## src/logic/isaPkg.sv

```systemverilog
// Widths, opcode encodings, decoded ALU operations and shifter modes for the execute stage
package isaPkg;

    localparam int DataWidth   = 16;  // Operand and result width
    localparam int ShiftWidth  = 4;   // Shift amount from low bits of B
    localparam int OpcodeWidth = 5;
    localparam int FunctWidth  = 2;

    // Top three bits give the class; jump, branch and memory classes are left out here
    typedef enum logic [OpcodeWidth-1:0] {
        opcNop      = 5'b00000,
        opcAddi     = 5'b01000,
        opcSubi     = 5'b01001,
        opcXori     = 5'b01010,
        opcNandi    = 5'b01011,
        opcSlli     = 5'b10100,
        opcSrli     = 5'b10101,
        opcRoli     = 5'b10110,
        opcRori     = 5'b10111,
        opcShiftReg = 5'b11010,  // Funct picks SLL, SRL, ROL, ROR
        opcArithReg = 5'b11011,  // Funct picks ADD, SUB, XOR, NAND
        opcSeq      = 5'b11100,
        opcSlt      = 5'b11101,
        opcSle      = 5'b11110,
        opcSco      = 5'b11111
    } opcodeE;

    typedef enum logic [3:0] {
        opZero,  // NOP and illegal classes
        opAdd,
        opSub,   // B minus A
        opXor,
        opNand,
        opSll,
        opSrl,
        opRol,
        opRor,
        opSeq,
        opSlt,
        opSle,
        opSco    // Carry out of A plus B
    } aluOpE;

    typedef enum logic [1:0] {
        modeSll,
        modeSrl,
        modeRol,
        modeRor
    } shiftModeE;

endpackage
```

## src/logic/aluCore.sv

```systemverilog
// ALU datapath with operand and result registers, adder and shifter steering, logic and compares
module aluCore import isaPkg::*; (
    input  logic                 clk,
    input  logic                 rstN,
    input  logic                 loadOperands,
    input  logic                 loadResult,
    input  aluOpE                aluOp,
    input  logic [DataWidth-1:0] aIn,
    input  logic [DataWidth-1:0] bIn,
    output logic [DataWidth-1:0] result
);

    logic [DataWidth-1:0] aReg;
    logic [DataWidth-1:0] bReg;
    logic [DataWidth-1:0] addA;
    logic [DataWidth-1:0] addB;
    logic                 addCin;
    logic [DataWidth-1:0] addSum;
    logic                 addCout;
    logic                 addOvf;
    shiftModeE            shiftMode;
    logic [DataWidth-1:0] shiftOut;
    logic                 equal;
    logic                 lessThan;
    logic [DataWidth-1:0] aluValue;

    always_ff @(posedge clk) begin
        if (loadOperands) begin
            aReg <= aIn;
            bReg <= bIn;
        end
    end

    always_comb begin
        addA   = aReg;
        addB   = bReg;
        addCin = 1'b0;
        case (aluOp)
            opSub: begin
                addA   = ~aReg;  // B minus A
                addCin = 1'b1;
            end
            opSlt, opSle: begin
                addB   = ~bReg;  // A minus B for signed compare
                addCin = 1'b1;
            end
            default: ;
        endcase
    end

    claAdder adder (
        .inA      (addA),
        .inB      (addB),
        .cIn      (addCin),
        .sum      (addSum),
        .cOut     (addCout),
        .overflow (addOvf)
    );

    always_comb begin
        case (aluOp)
            opSrl:   shiftMode = modeSrl;
            opRol:   shiftMode = modeRol;
            opRor:   shiftMode = modeRor;
            default: shiftMode = modeSll;
        endcase
    end

    barrelShifter shifter (
        .dataIn  (aReg),
        .amount  (bReg[ShiftWidth-1:0]),  // Upper bits of B ignored
        .mode    (shiftMode),
        .dataOut (shiftOut)
    );

    assign equal    = (aReg == bReg);
    assign lessThan = addSum[DataWidth-1] ^ addOvf;  // Sign corrected by overflow

    always_comb begin
        aluValue = '0;
        case (aluOp)
            opAdd, opSub:               aluValue = addSum;
            opXor:                      aluValue = aReg ^ bReg;
            opNand:                     aluValue = ~(aReg & bReg);
            opSll, opSrl, opRol, opRor: aluValue = shiftOut;
            opSeq:                      aluValue = DataWidth'(equal);
            opSlt:                      aluValue = DataWidth'(lessThan);
            opSle:                      aluValue = DataWidth'(lessThan | equal);
            opSco:                      aluValue = DataWidth'(addCout);
            default:                    aluValue = '0;  // NOP and illegal
        endcase
    end

    always_ff @(posedge clk or negedge rstN) begin
        if (!rstN) begin
            result <= '0;
        end else if (loadResult) begin
            result <= aluValue;
        end
    end

    // Stage 2 only takes a value computed from loaded operands and a known operation
    resultFromLoaded: assert property (@(posedge clk) disable iff (!rstN)
        loadResult |-> !$isunknown({aluOp, aReg, bReg}));

endmodule

```

## src/logic/barrelShifter.sv

```systemverilog
// Logarithmic barrel shifter for logical shifts and rotates
module barrelShifter import isaPkg::*; (
    input  logic [DataWidth-1:0]  dataIn,
    input  logic [ShiftWidth-1:0] amount,
    input  shiftModeE             mode,
    output logic [DataWidth-1:0]  dataOut
);

    logic [DataWidth-1:0] level [0:ShiftWidth];

    assign level[0] = dataIn;

    // Level k moves by 2**k when amount[k] is set
    for (genvar k = 0; k < ShiftWidth; k++) begin : gLevel
        localparam int Dist = 1 << k;
        logic [DataWidth-1:0] moved;

        always_comb begin
            moved = level[k];
            case (mode)
                modeSll: moved = {level[k][DataWidth-Dist-1:0], {Dist{1'b0}}};
                modeSrl: moved = {{Dist{1'b0}}, level[k][DataWidth-1:Dist]};
                modeRol: begin
                    moved = {level[k][DataWidth-Dist-1:0], level[k][DataWidth-1:DataWidth-Dist]};
                end
                modeRor: moved = {level[k][Dist-1:0], level[k][DataWidth-1:Dist]};
                default: moved = level[k];
            endcase
        end

        assign level[k+1] = amount[k] ? moved : level[k];
    end

    assign dataOut = level[ShiftWidth];

endmodule

```

## src/logic/claAdder.sv

```systemverilog
// Carry-lookahead adder with 4-bit lookahead groups and signed overflow
module claAdder import isaPkg::*; (
    input  logic [DataWidth-1:0] inA,
    input  logic [DataWidth-1:0] inB,
    input  logic                 cIn,
    output logic [DataWidth-1:0] sum,
    output logic                 cOut,
    output logic                 overflow
);

    logic [DataWidth-1:0] gen;
    logic [DataWidth-1:0] prop;
    logic [DataWidth:0]   carry;
    logic [3:0]           grpGen;   // Four groups of four bits
    logic [3:0]           grpProp;

    assign gen  = inA & inB;
    assign prop = inA ^ inB;

    for (genvar k = 0; k < 4; k++) begin : gGroup
        localparam int Base = 4 * k;

        assign grpProp[k] = &prop[Base+3:Base];
        assign grpGen[k]  = gen[Base+3] | (prop[Base+3] & gen[Base+2])
                          | (prop[Base+3] & prop[Base+2] & gen[Base+1])
                          | (prop[Base+3] & prop[Base+2] & prop[Base+1] & gen[Base]);

        // Carries inside the group from its own carry in
        assign carry[Base+1] = gen[Base] | (prop[Base] & carry[Base]);
        assign carry[Base+2] = gen[Base+1] | (prop[Base+1] & gen[Base])
                             | (prop[Base+1] & prop[Base] & carry[Base]);
        assign carry[Base+3] = gen[Base+2] | (prop[Base+2] & gen[Base+1])
                             | (prop[Base+2] & prop[Base+1] & gen[Base])
                             | (prop[Base+2] & prop[Base+1] & prop[Base] & carry[Base]);
    end

    assign carry[0]  = cIn;
    assign carry[4]  = grpGen[0] | (grpProp[0] & cIn);
    assign carry[8]  = grpGen[1] | (grpProp[1] & grpGen[0]) | (grpProp[1] & grpProp[0] & cIn);
    assign carry[12] = grpGen[2] | (grpProp[2] & grpGen[1]) | (grpProp[2] & grpProp[1] & grpGen[0])
                     | (grpProp[2] & grpProp[1] & grpProp[0] & cIn);
    assign carry[16] = grpGen[3] | (grpProp[3] & grpGen[2]) | (grpProp[3] & grpProp[2] & grpGen[1])
                     | (grpProp[3] & grpProp[2] & grpProp[1] & grpGen[0])
                     | (grpProp[3] & grpProp[2] & grpProp[1] & grpProp[0] & cIn);

    assign sum      = prop ^ carry[DataWidth-1:0];
    assign cOut     = carry[DataWidth];
    assign overflow = carry[DataWidth] ^ carry[DataWidth-1];  // Carry into and out of sign bit differ

endmodule

```

## src/logic/execCtrl.sv

```systemverilog
// Execute control with opcode and funct decode, stage valid bits and valid/ready handshake checks
module execCtrl import isaPkg::*; (
    input  logic                  clk,
    input  logic                  rstN,
    input  logic                  inValid,
    input  opcodeE                opcode,
    input  logic [FunctWidth-1:0] funct,
    input  logic                  outReady,
    output logic                  inReady,
    output logic                  outValid,
    output logic                  illegal,
    output logic                  loadOperands,
    output logic                  loadResult,
    output aluOpE                 aluOp
);

    logic  stage1Valid;
    logic  stage1Illegal;
    logic  runEnable;    // Low in reset, high from the first edge after it
    aluOpE decOp;
    logic  decIllegal;

    always_comb begin
        decOp      = opZero;
        decIllegal = 1'b0;
        case (opcode)
            opcNop:   decOp = opZero;
            opcAddi:  decOp = opAdd;
            opcSubi:  decOp = opSub;
            opcXori:  decOp = opXor;
            opcNandi: decOp = opNand;
            opcSlli:  decOp = opSll;
            opcSrli:  decOp = opSrl;
            opcRoli:  decOp = opRol;
            opcRori:  decOp = opRor;
            opcShiftReg: begin
                case (funct)
                    2'b00:   decOp = opSll;
                    2'b01:   decOp = opSrl;
                    2'b10:   decOp = opRol;
                    default: decOp = opRor;
                endcase
            end
            opcArithReg: begin
                case (funct)
                    2'b00:   decOp = opAdd;
                    2'b01:   decOp = opSub;
                    2'b10:   decOp = opXor;
                    default: decOp = opNand;
                endcase
            end
            opcSeq: decOp = opSeq;
            opcSlt: decOp = opSlt;
            opcSle: decOp = opSle;
            opcSco: decOp = opSco;
            default: decIllegal = (opcode[OpcodeWidth-1 -: 3] != 3'b000);  // Whole NOP class is legal
        endcase
    end

    // Stage 2 moves when it is empty or being taken
    assign loadResult   = stage1Valid && (!outValid || outReady);
    assign inReady      = runEnable && (!stage1Valid || loadResult);
    assign loadOperands = inValid && inReady;

    always_ff @(posedge clk or negedge rstN) begin
        if (!rstN) begin
            runEnable     <= 1'b0;
            stage1Valid   <= 1'b0;
            stage1Illegal <= 1'b0;
            aluOp         <= opZero;
            outValid      <= 1'b0;
            illegal       <= 1'b0;
        end else begin
            runEnable <= 1'b1;
            if (loadOperands) begin
                stage1Valid   <= 1'b1;
                stage1Illegal <= decIllegal;
                aluOp         <= decOp;  // Stage-1 operation seen by the datapath
            end else if (loadResult) begin
                stage1Valid <= 1'b0;
            end
            if (loadResult) begin
                outValid <= 1'b1;
                illegal  <= stage1Illegal;
            end else if (outReady) begin
                outValid <= 1'b0;
            end
        end
    end

    // Caller holds the instruction while it waits for inReady
    inputHeld: assert property (@(posedge clk) disable iff (!rstN)
        inValid && !inReady |=> inValid && $stable(opcode) && $stable(funct));
    illegalHeld: assert property (@(posedge clk) disable iff (!rstN)
        outValid && !outReady |=> $stable(illegal));

endmodule

```

## src/logic/execUnit.sv

```systemverilog
// Execute stage top: control and datapath instances with their connecting wires
module execUnit import isaPkg::*; (
    input  logic                  clk,
    input  logic                  rstN,
    input  logic                  inValid,
    input  opcodeE                opcode,
    input  logic [FunctWidth-1:0] funct,
    input  logic [DataWidth-1:0]  aIn,
    input  logic [DataWidth-1:0]  bIn,
    input  logic                  outReady,
    output logic                  inReady,
    output logic                  outValid,
    output logic [DataWidth-1:0]  result,
    output logic                  illegal
);

    logic  loadOperands;
    logic  loadResult;
    aluOpE aluOp;   // Stage-1 operation

    execCtrl ctrl (
        .clk          (clk),
        .rstN         (rstN),
        .inValid      (inValid),
        .opcode       (opcode),
        .funct        (funct),
        .outReady     (outReady),
        .inReady      (inReady),
        .outValid     (outValid),
        .illegal      (illegal),
        .loadOperands (loadOperands),
        .loadResult   (loadResult),
        .aluOp        (aluOp)
    );

    aluCore alu (
        .clk          (clk),
        .rstN         (rstN),
        .loadOperands (loadOperands),
        .loadResult   (loadResult),
        .aluOp        (aluOp),
        .aIn          (aIn),
        .bIn          (bIn),
        .result       (result)
    );

endmodule

```

## config.mk

```make
export PLATFORM = sky130hd
export DESIGN_NAME = execUnit
export DESIGN_NICKNAME = d
export VERILOG_FILES = /design/src/logic/isaPkg.sv /design/src/logic/aluCore.sv /design/src/logic/barrelShifter.sv /design/src/logic/claAdder.sv /design/src/logic/execCtrl.sv /design/src/logic/execUnit.sv
export SDC_FILE = /design/constraint.sdc
export NUM_CORES = 1
export LEC_CHECK = 0
export BUFFER_PORTS_ARGS = -buffer_cell sky130_fd_sc_hd__buf_2
export CORE_MARGIN = 4
export CORE_UTILIZATION = 50
export CTS_CLUSTER_DIAMETER = 150
export DETAILED_ROUTE_END_ITERATION = 7
export GPL_TIMING_DRIVEN = 1
export PLACE_DENSITY = 0.8
export SYNTH_ARGS = -nofsm -noshare
export SYNTH_HDL_FRONTEND = slang
export SYNTH_SLANG_ARGS = --single-unit
```

## constraint.sdc

```tcl
create_clock -name clk -period 3.7 [get_ports clk]
set_clock_uncertainty 0.1 [all_clocks]
set_input_delay 0.185 -clock clk [delete_from_list [all_inputs] [get_ports clk]]
set_output_delay 0.185 -clock clk [all_outputs]
set_load 0.01 [all_outputs]
```

==> results of run 1 <==
-- stage by stage --
stage               hold WS (ps)  instances
floorplan                 -210.6        615
global placement           99.95        824
global route               59.46        881
CTS                        54.95        879
finish                     74.27        881
detailed placement         106.2        824
-- layout make-up --
class / instances / area (um^2) / area share (%)
Inverter: 14 / 52.55 / 0.7886
Tap cell: 136 / 170.2 / 2.554
Multi-Input combinational cell: 502 / 3531 / 52.99
Timing Repair Buffer: 156 / 1111 / 16.67
Clock buffer: 16 / 212.7 / 3.192
Sequential cell: 57 / 1587 / 23.81
-- cells in the mapped netlist (all sizes together) (6+ instances only) --
library cell  count  share of area, %
dfrtp            25                12
a221o             6               1.2
nand3            18               1.8
a211oi            7               1.0
xor2             33               5.5
a21oi            49               4.7
nor2             50               3.6
edfxtp           32                18
nand2            81               5.8
nor2b            10               1.2
nand2b            9               1.1
o21ai            49               4.8
a31oi            14               1.8
inv              14               1.0
o221ai            6               1.1
clkbuf           24               1.7
ha               35               8.4
xnor2            10               1.7
buf              18               1.6
a311oi           11               1.8
nor3             12               1.2
a221oi            9               1.5
-- registers in the layout, summed over array words and instances (netlist names) --
name and cells:
ctrl.stage1Valid 1, ctrl.stage1Illegal 1, ctrl.aluOp 4, alu.result 16, alu.aReg 16, ctrl.outValid 1
alu.bReg 16, ctrl.illegal 1, ctrl.runEnable 1
-- how the worst min path moves through the flow --
stage          cells after the start             end      start
3_3_place_gp                       1  alu.result[12]       rstN
4_1_cts                            3   ctrl.aluOp[3]  opcode[4]
2_1_floorplan                      0   alu.result[0]       rstN
6_report                           3   ctrl.aluOp[3]  opcode[4]
3_5_place_dp                       1  alu.result[10]       rstN
5_1_grt                            3   ctrl.aluOp[3]  opcode[4]
-- cells by family (layout without fill, tap and decap cells) --
kind of cell | count (synthesis) | in the layout | synth area share [%]
XOR/XNOR | 43 | 43 | 7.218
adder cells (fa/ha/maj) | 39 | 39 | 9.928
flip-flops | 57 | 57 | 30.41
AO/OA/AOI/OAI | 193 | 193 | 24.46
buffers and inverters | 56 | 186 | 4.365
AND/OR/NAND/NOR | 211 | 211 | 19.35
multiplexers | 15 | 15 | 4.197
other | 1 | 1 | 0.07187
-- worst max-delay path: stages, from the launching register on --
cell,delay [ps]
dfrtp_1,420
nor4b_4,320
buf_6,180
buf_6,110
xor2_2,160
ha_1,260
and4_1,200
a221o_1,340
buf_4,140
or2_4,240
fa_2,340
xor2_1,160
a221oi_2,310
o21ai_1,110
a221o_1,270
-- routing by layer --
metal | vias up | share of wire, % | GRT usage [%]
li1 | 2543 | - | -
met1 | 2626 | 38 | 38.32
met2 | 342 | 45 | 45.45
met3 | 81 | 9.4 | 5.649
met4 | 0 | 7.0 | 18.91
met5 | - | 0 | 0
-- power by group through the flow --
stage                     logic [uW]  clock network (uW)  registers [uW]
final                           1110                 608             802
after global routing            1210                 647             809
after CTS                       1060                 616             800
after detailed placement         991                   0             812
after global placement           968                   0             809
after floorplan                  617                   0             822
-- what timing repair did --
action                                  CTS  global route
endpoints found under the hold margin    58             0
gates resized for setup                  15            10
pin swaps                                 7            20
buffers inserted                          5             3
gates cloned                              0             0
hold buffers                             34             0
endpoints found under the setup margin    4             4
==> parameters.txt, run 1 <==
Parameter                              Value

Floorplanning
  Core Area ... between 0.01 and 0.015 mm^2
  Horiz. Die Dim ... between 100 and 150 um
  Starting density of the core ... roughly half
  Number of placed I/O pins ... 62
  Die Area ... between 0.01 and 0.015 mm^2
  Height of the chip ... around 110 um
  Number of standard-cell rows in the floorplan ... 37

Yosys
  Sequential element share of the synthesized area ... a little under a third
  Syn_area_per_cell ... 8.484 um^2
  Total standard cell area after synthesis ... roughly 0.0052 mm^2
  Number of warning messages in the yosys log ... 0
  #FFs+latches synth ... 57
  Synth unique cells ... between 70 and 80
  Synth async-reset ratio ... between 40% and 50%
  Number of synthesized flops with an enable pin ... 32
  Main synth FF type ... edfxtp_1
  Synthesized net count ... 697
  Number of instances in the synthesized netlist ... between 600 and 700

Place
  Setup WS pre-CTS ... -233.9 ps
  RePlAce Congestion ... ~0.99
  Placed standard-cell area ... approximately 0.006 mm^2
  Placed wire-length estimate after detailed placement ... between 10,000 and 15,000 um
  Number of buffer cells added on primary ports ... between 60 and 70

Routing
  DRC violations left ... 0
  Detailed-route wire length per cell ... just under 20 um
  Final ANT Viol Nets ... 0
  DRT Pass-1 Iters ... 7
  Number of vias after detailed routing ... 5,592
  Initial detailed-routing violation count ... roughly 560
  Final routed wirelength across all metal layers ... between 15,000 and 20,000 um
  Vias/cell ... between 6 and 7

Clock network
  Maximum clock insertion buffer count ... 2
  Clk slew on worst S/H paths ... around 60 ps
  TritonCTS Sinks ... 57
  CTS root buf ... clkbuf_8
  Insertion delay to the later sink of the worst-skew pair ... around 350 ps
  Htree depth ... 3
  Clock tree from TritonCTS ... built
  Number of clock buffers inserted by TritonCTS ... 9

Cells and area
  Post-synthesis to final-layout area growth ... 27.72%
  Filler instances ... ~840
  Most common cell after layout, fill and taps aside ... nand2_1
  Nets ... between 800 and 900
  Util after Layout ... between 60 and 70%
  Antenna diode count ... 0
  Post-route cell area ... between 0.006 and 0.007 mm^2
  Fraction of layout instances using a drive strength above 1 ... between 20% and 30%
  Commonest cells after routing, fill and taps aside ... nand2_1 (80), buf_2 (61), buf_4 (59)

STA
  Share of the clock period used by the worst path ... 102.0%
  PnR worst setup slack ... -74.52 ps
  Final number of max-transition violations ... 0
  Max transition margin ... 55.25%
  Post-route minimum period ... about 3800 ps
  Slew @ Worst Pin ... between 600 and 700 ps
  Final setup violation count ... 1
  Number of failing hold endpoints at the final stage ... 0
  Timing-limited maximum frequency ... ~0.26 GHz
  Final TNS setup ... -74.52 ps
  Setup repair after global routing missed its margin ... true

Job
  Count of max-cap constraint violations ... 0

Setup path
  Worst R2R End ... alu.result[9]
  CP Data Arrival Time ... roughly 3900 ps
  Crit path launch type ... flip-flop
  FF-to-FF setup slack ... -70 ps
  Top fanout value on the critical path ... 6
  Worst path required time ... between 3000 and 4000 ps
  Crit path capture ... alu.result[9]
  Critical path endpoint category ... flip-flop
  Worst reg2reg path startpoint ... ctrl.aluOp[0]
  R2r worst-path depth ... 14
  Launching instance or port of the critical path ... ctrl.aluOp[0]
  Setup Crit Path Kind ... reg -> reg

Power and ir drop
  Switching share of total power ... between 30% and 40%
  Internal Power ... roughly 1600 uW
  Max VDD drop ... 0.2992 mV
  Part of the power in the clock network ... about 24%
  Power per cell area ... between 300 and 400 mW/mm^2
  Leakage power ... 0.002875 uW
  Total power ... around 2500 uW
  Proportion of power drawn by flip-flops and latches ... between 30% and 40%
  Fraction of power consumed by combinational cells ... 44.1%
  Net switching power ... between 900 and 1000 uW

Global routing
  Number of global-route vias before repair ... 5,262
  Pin count of the biggest net entering global routing ... 62
  Wire length of the first global-routing pass ... 27,410 um
  GRT Resource Usage Total ... between 20 and 30%
  Initial antenna violation count ... 0
  Residual overflow from global routing ... 0

Outcome
  Violations in the final reports ... setup timing
  Result of the run ... complete, but fails checks

Min path
  Kind of path behind the tightest hold check ... in -> reg
No activity file was read; power rests on OpenSTA's default activity.
==> run 2, diff against run 1 <==
==> constraint.sdc (replaced) <==
create_clock -name clk -period 3.4 [get_ports clk]
set_clock_uncertainty 0.1 [all_clocks]
set_input_delay 0.17 -clock clk [delete_from_list [all_inputs] [get_ports clk]]
set_output_delay 0.17 -clock clk [all_outputs]
set_load 0.01 [all_outputs]
==> run 2 against run 1 <==
  * The run still ends with setup timing left
  * Setup slack got worse by 140 ps
  * Critical path depth fell by 1
  * First-iteration DRC count rose by 61%
  * Core utilization rose by 1.0 points
  * Flip-flop and latch count did not move
  * Critical path type unchanged
  * Critical endpoint unchanged
==> parameters.txt, run 2 (synthesis gave the netlist of run 1 again) <==
Parameter                              Value

Cells and area
  Area used by multi-input combinational logic ... ~0.0036 mm^2
  Fraction of layout instances using a drive strength above 1 ... around a quarter
  Top Registers ... alu.aReg (16), alu.bReg (16), alu.result (16)
  Most common cell after layout, fill and taps aside ... nand2_1
  Register Area ... approximately 0.0016 mm^2
  Antenna diode count ... 0
  Commonest cells after routing, fill and taps aside ... nand2_1 (80), buf_4 (65), buf_2 (61)
  Util after Layout ... 66.15%
  Filler instances ... a little under 800
  Post-route non-filler standard cell count ... about 900
  Nets ... a little over 800
  Post-synthesis to final-layout area growth ... 29.71%

Global routing
  Initial antenna violation count ... 0
  Number of global-route vias before repair ... approximately 5,200
  Pin count of the biggest net entering global routing ... 62
  Wire length of the first global-routing pass ... between 20,000 and 30,000 um
  GRT Resource Usage Total ... 28.80%
  Residual overflow from global routing ... 0

Place
  RePlAce Congestion ... just over 1
  Number of buffer cells added on primary ports ... between 60 and 70
  Placed cell count ... 832
  Placed wire-length estimate after detailed placement ... 12,580 um

Clock network
  Number of clock buffers inserted by TritonCTS ... 9
  CTS root buf ... clkbuf_8
  TritonCTS Sinks ... 57
  Clock tree from TritonCTS ... built
  Clk slew on worst S/H paths ... 70 ps
  Maximum clock insertion buffer count ... 2
  Htree depth ... 3
  Insertion delay to the later sink of the worst-skew pair ... about 360 ps

Routing
  Initial detailed-routing violation count ... around 900
  Number of vias after detailed routing ... between 5,000 and 6,000
  Final ANT Viol Nets ... 0
  DRC violations left ... 0
  Final routed wirelength across all metal layers ... 17,740 um
  Vias/cell ... ~6.4
  Detailed-route wire length per cell ... roughly 20 um
  DRT Pass-1 Iters ... 8

Floorplanning
  Number of standard-cell rows in the floorplan ... 37
  Number of placed I/O pins ... 62
  Die Area ... about 0.012 mm^2
  Starting density of the core ... about half
  Core Area ... between 0.01 and 0.015 mm^2
  Horiz. Die Dim ... between 100 and 150 um
  Height of the chip ... 110.2 um

STA
  Timing-limited maximum frequency ... between 0.2 and 0.3 GHz
  Final setup violation count ... 6
  Number of failing hold endpoints at the final stage ... 0
  Max transition margin ... between 50% and 60%
  Share of the clock period used by the worst path ... 106.2%
  Post-route minimum period ... 3611 ps
  Final number of max-transition violations ... 0
  Slew @ Worst Pin ... 705.3 ps
  Setup repair after global routing missed its margin ... true
  PnR worst setup slack ... -210.6 ps

Setup path
  Combined buffer and inverter count along the critical path ... 2
  CP Data Arrival Time ... ~3800 ps
  Top fanout value on the critical path ... 5
  Delay contributed by the slowest stage of the critical path ... around 400 ps
  Stages on worst setup path ... 13
  Setup Crit Path Kind ... reg -> reg
  Cell chain of the critical path ... nor4b_4 > buf_4 > clkbuf_16 > xor2_2 > ha_1 > o2111a_1 > o211a_1 > or2_4 > fa_2 > xor2_1 > a221oi_2 > o21ai_1 > a221o_1
  Crit path launch type ... flip-flop
  R2r worst-path depth ... 13
  Worst path required time ... around 3500 ps
  Slowest cell on crit path ... dfrtp_1
  Cell family with most CP delay ... compound AO/OA/AOI/OAI gates
  Critical path endpoint category ... flip-flop

Min path
  Kind of path behind the tightest hold check ... in -> reg
  Worst hold path depth ... 3

Power and ir drop
  Power per cell area ... roughly 410 mW/mm^2
  Total power ... 2793 uW
  Max VDD drop ... approximately 0.4 mV
  Leakage power ... 0.002925 uW

Job
  Count of max-cap constraint violations ... 0

Outcome
  Result of the run ... complete, but fails checks
  Violations in the final reports ... setup timing
==> run 2: changes by cell type in the layout (fill, tap and decap cells not counted), moves of 2 or more <==
cell      change
buf_4         +6
o21ai_1       +2
buf_6         -2
buf_12        +2
clkbuf_1      -2
clkinv_2      +2
==> run 2: where the power goes <==
| part | total (uW) | internal (uW) | leakage [uW] | switching (uW) |
|---|---|---|---|---|
| Clock | 642 | 327 | 0.0000978 | 315 |
| Sequential | 874 | 812 | 0.000633 | 62.8 |
| Combinational | 1280 | 565 | 0.00219 | 711 |
==> run 2: path summary, 6_finish.rpt <==
kind                                         start                  to  slack, ps
worst min-delay path                     opcode[4]       ctrl.aluOp[3]         60
worst max-delay path                 ctrl.aluOp[0]       alu.result[9]       -210
worst max register to register       ctrl.aluOp[0]       alu.result[9]       -210
min in group asynchronous                     rstN       alu.result[7]        240
worst min register to register  ctrl.stage1Illegal  ctrl.stage1Illegal        390
max in group asynchronous                     rstN       ctrl.aluOp[3]       2570
==> run 2: layout make-up <==
class / instances / area share, %
flip-flops and latches: 57 / 23.44
well taps: 136 / 2.514
clock buffers: 12 / 2.459
inverters: 14 / 0.7765
repair buffers: 164 / 17.93
multi-input cells: 502 / 52.52
clock inverters: 4 / 0.3513
==> run 2: per-stage QoR <==
step                      hold WS, ps  setup TNS (ps)  area, um^2  setup slack [ps]
after floorplan                -225.6          -191.3        5270            -75.09
after global placement          92.14          -256.3        6041            -174.5
after detailed placement        93.39          -745.8        6041            -241.4
after CTS                       54.52          -401.5        6590            -155.4
after global routing            79.30           -1806        6768            -317.5
final                           57.11          -692.7        6768            -210.6
==> run 2: per-layer routing <==
layer	part of all wire, %	GRT usage, %	vias to the layer above
li1	-	-	2561
met1	38	37.67	2632
met2	45	45.36	428
met3	12	8.096	89
met4	4.3	11.08	0
met5	0	0	-
==> run 2: tightest hold or removal path, cell delays in order <==
cell and delay, ps:
buf_2 140, nand2_1 60, o21ai_0 90
==> run 2: repair_timing <==
action	in CTS	in global routing
resized for setup	3	19
setup buffers	1	5
pin swaps	2	15
setup endpoints to repair	6	11
hold endpoints to repair	59	0
hold buffers	34	0
gates cloned	0	1
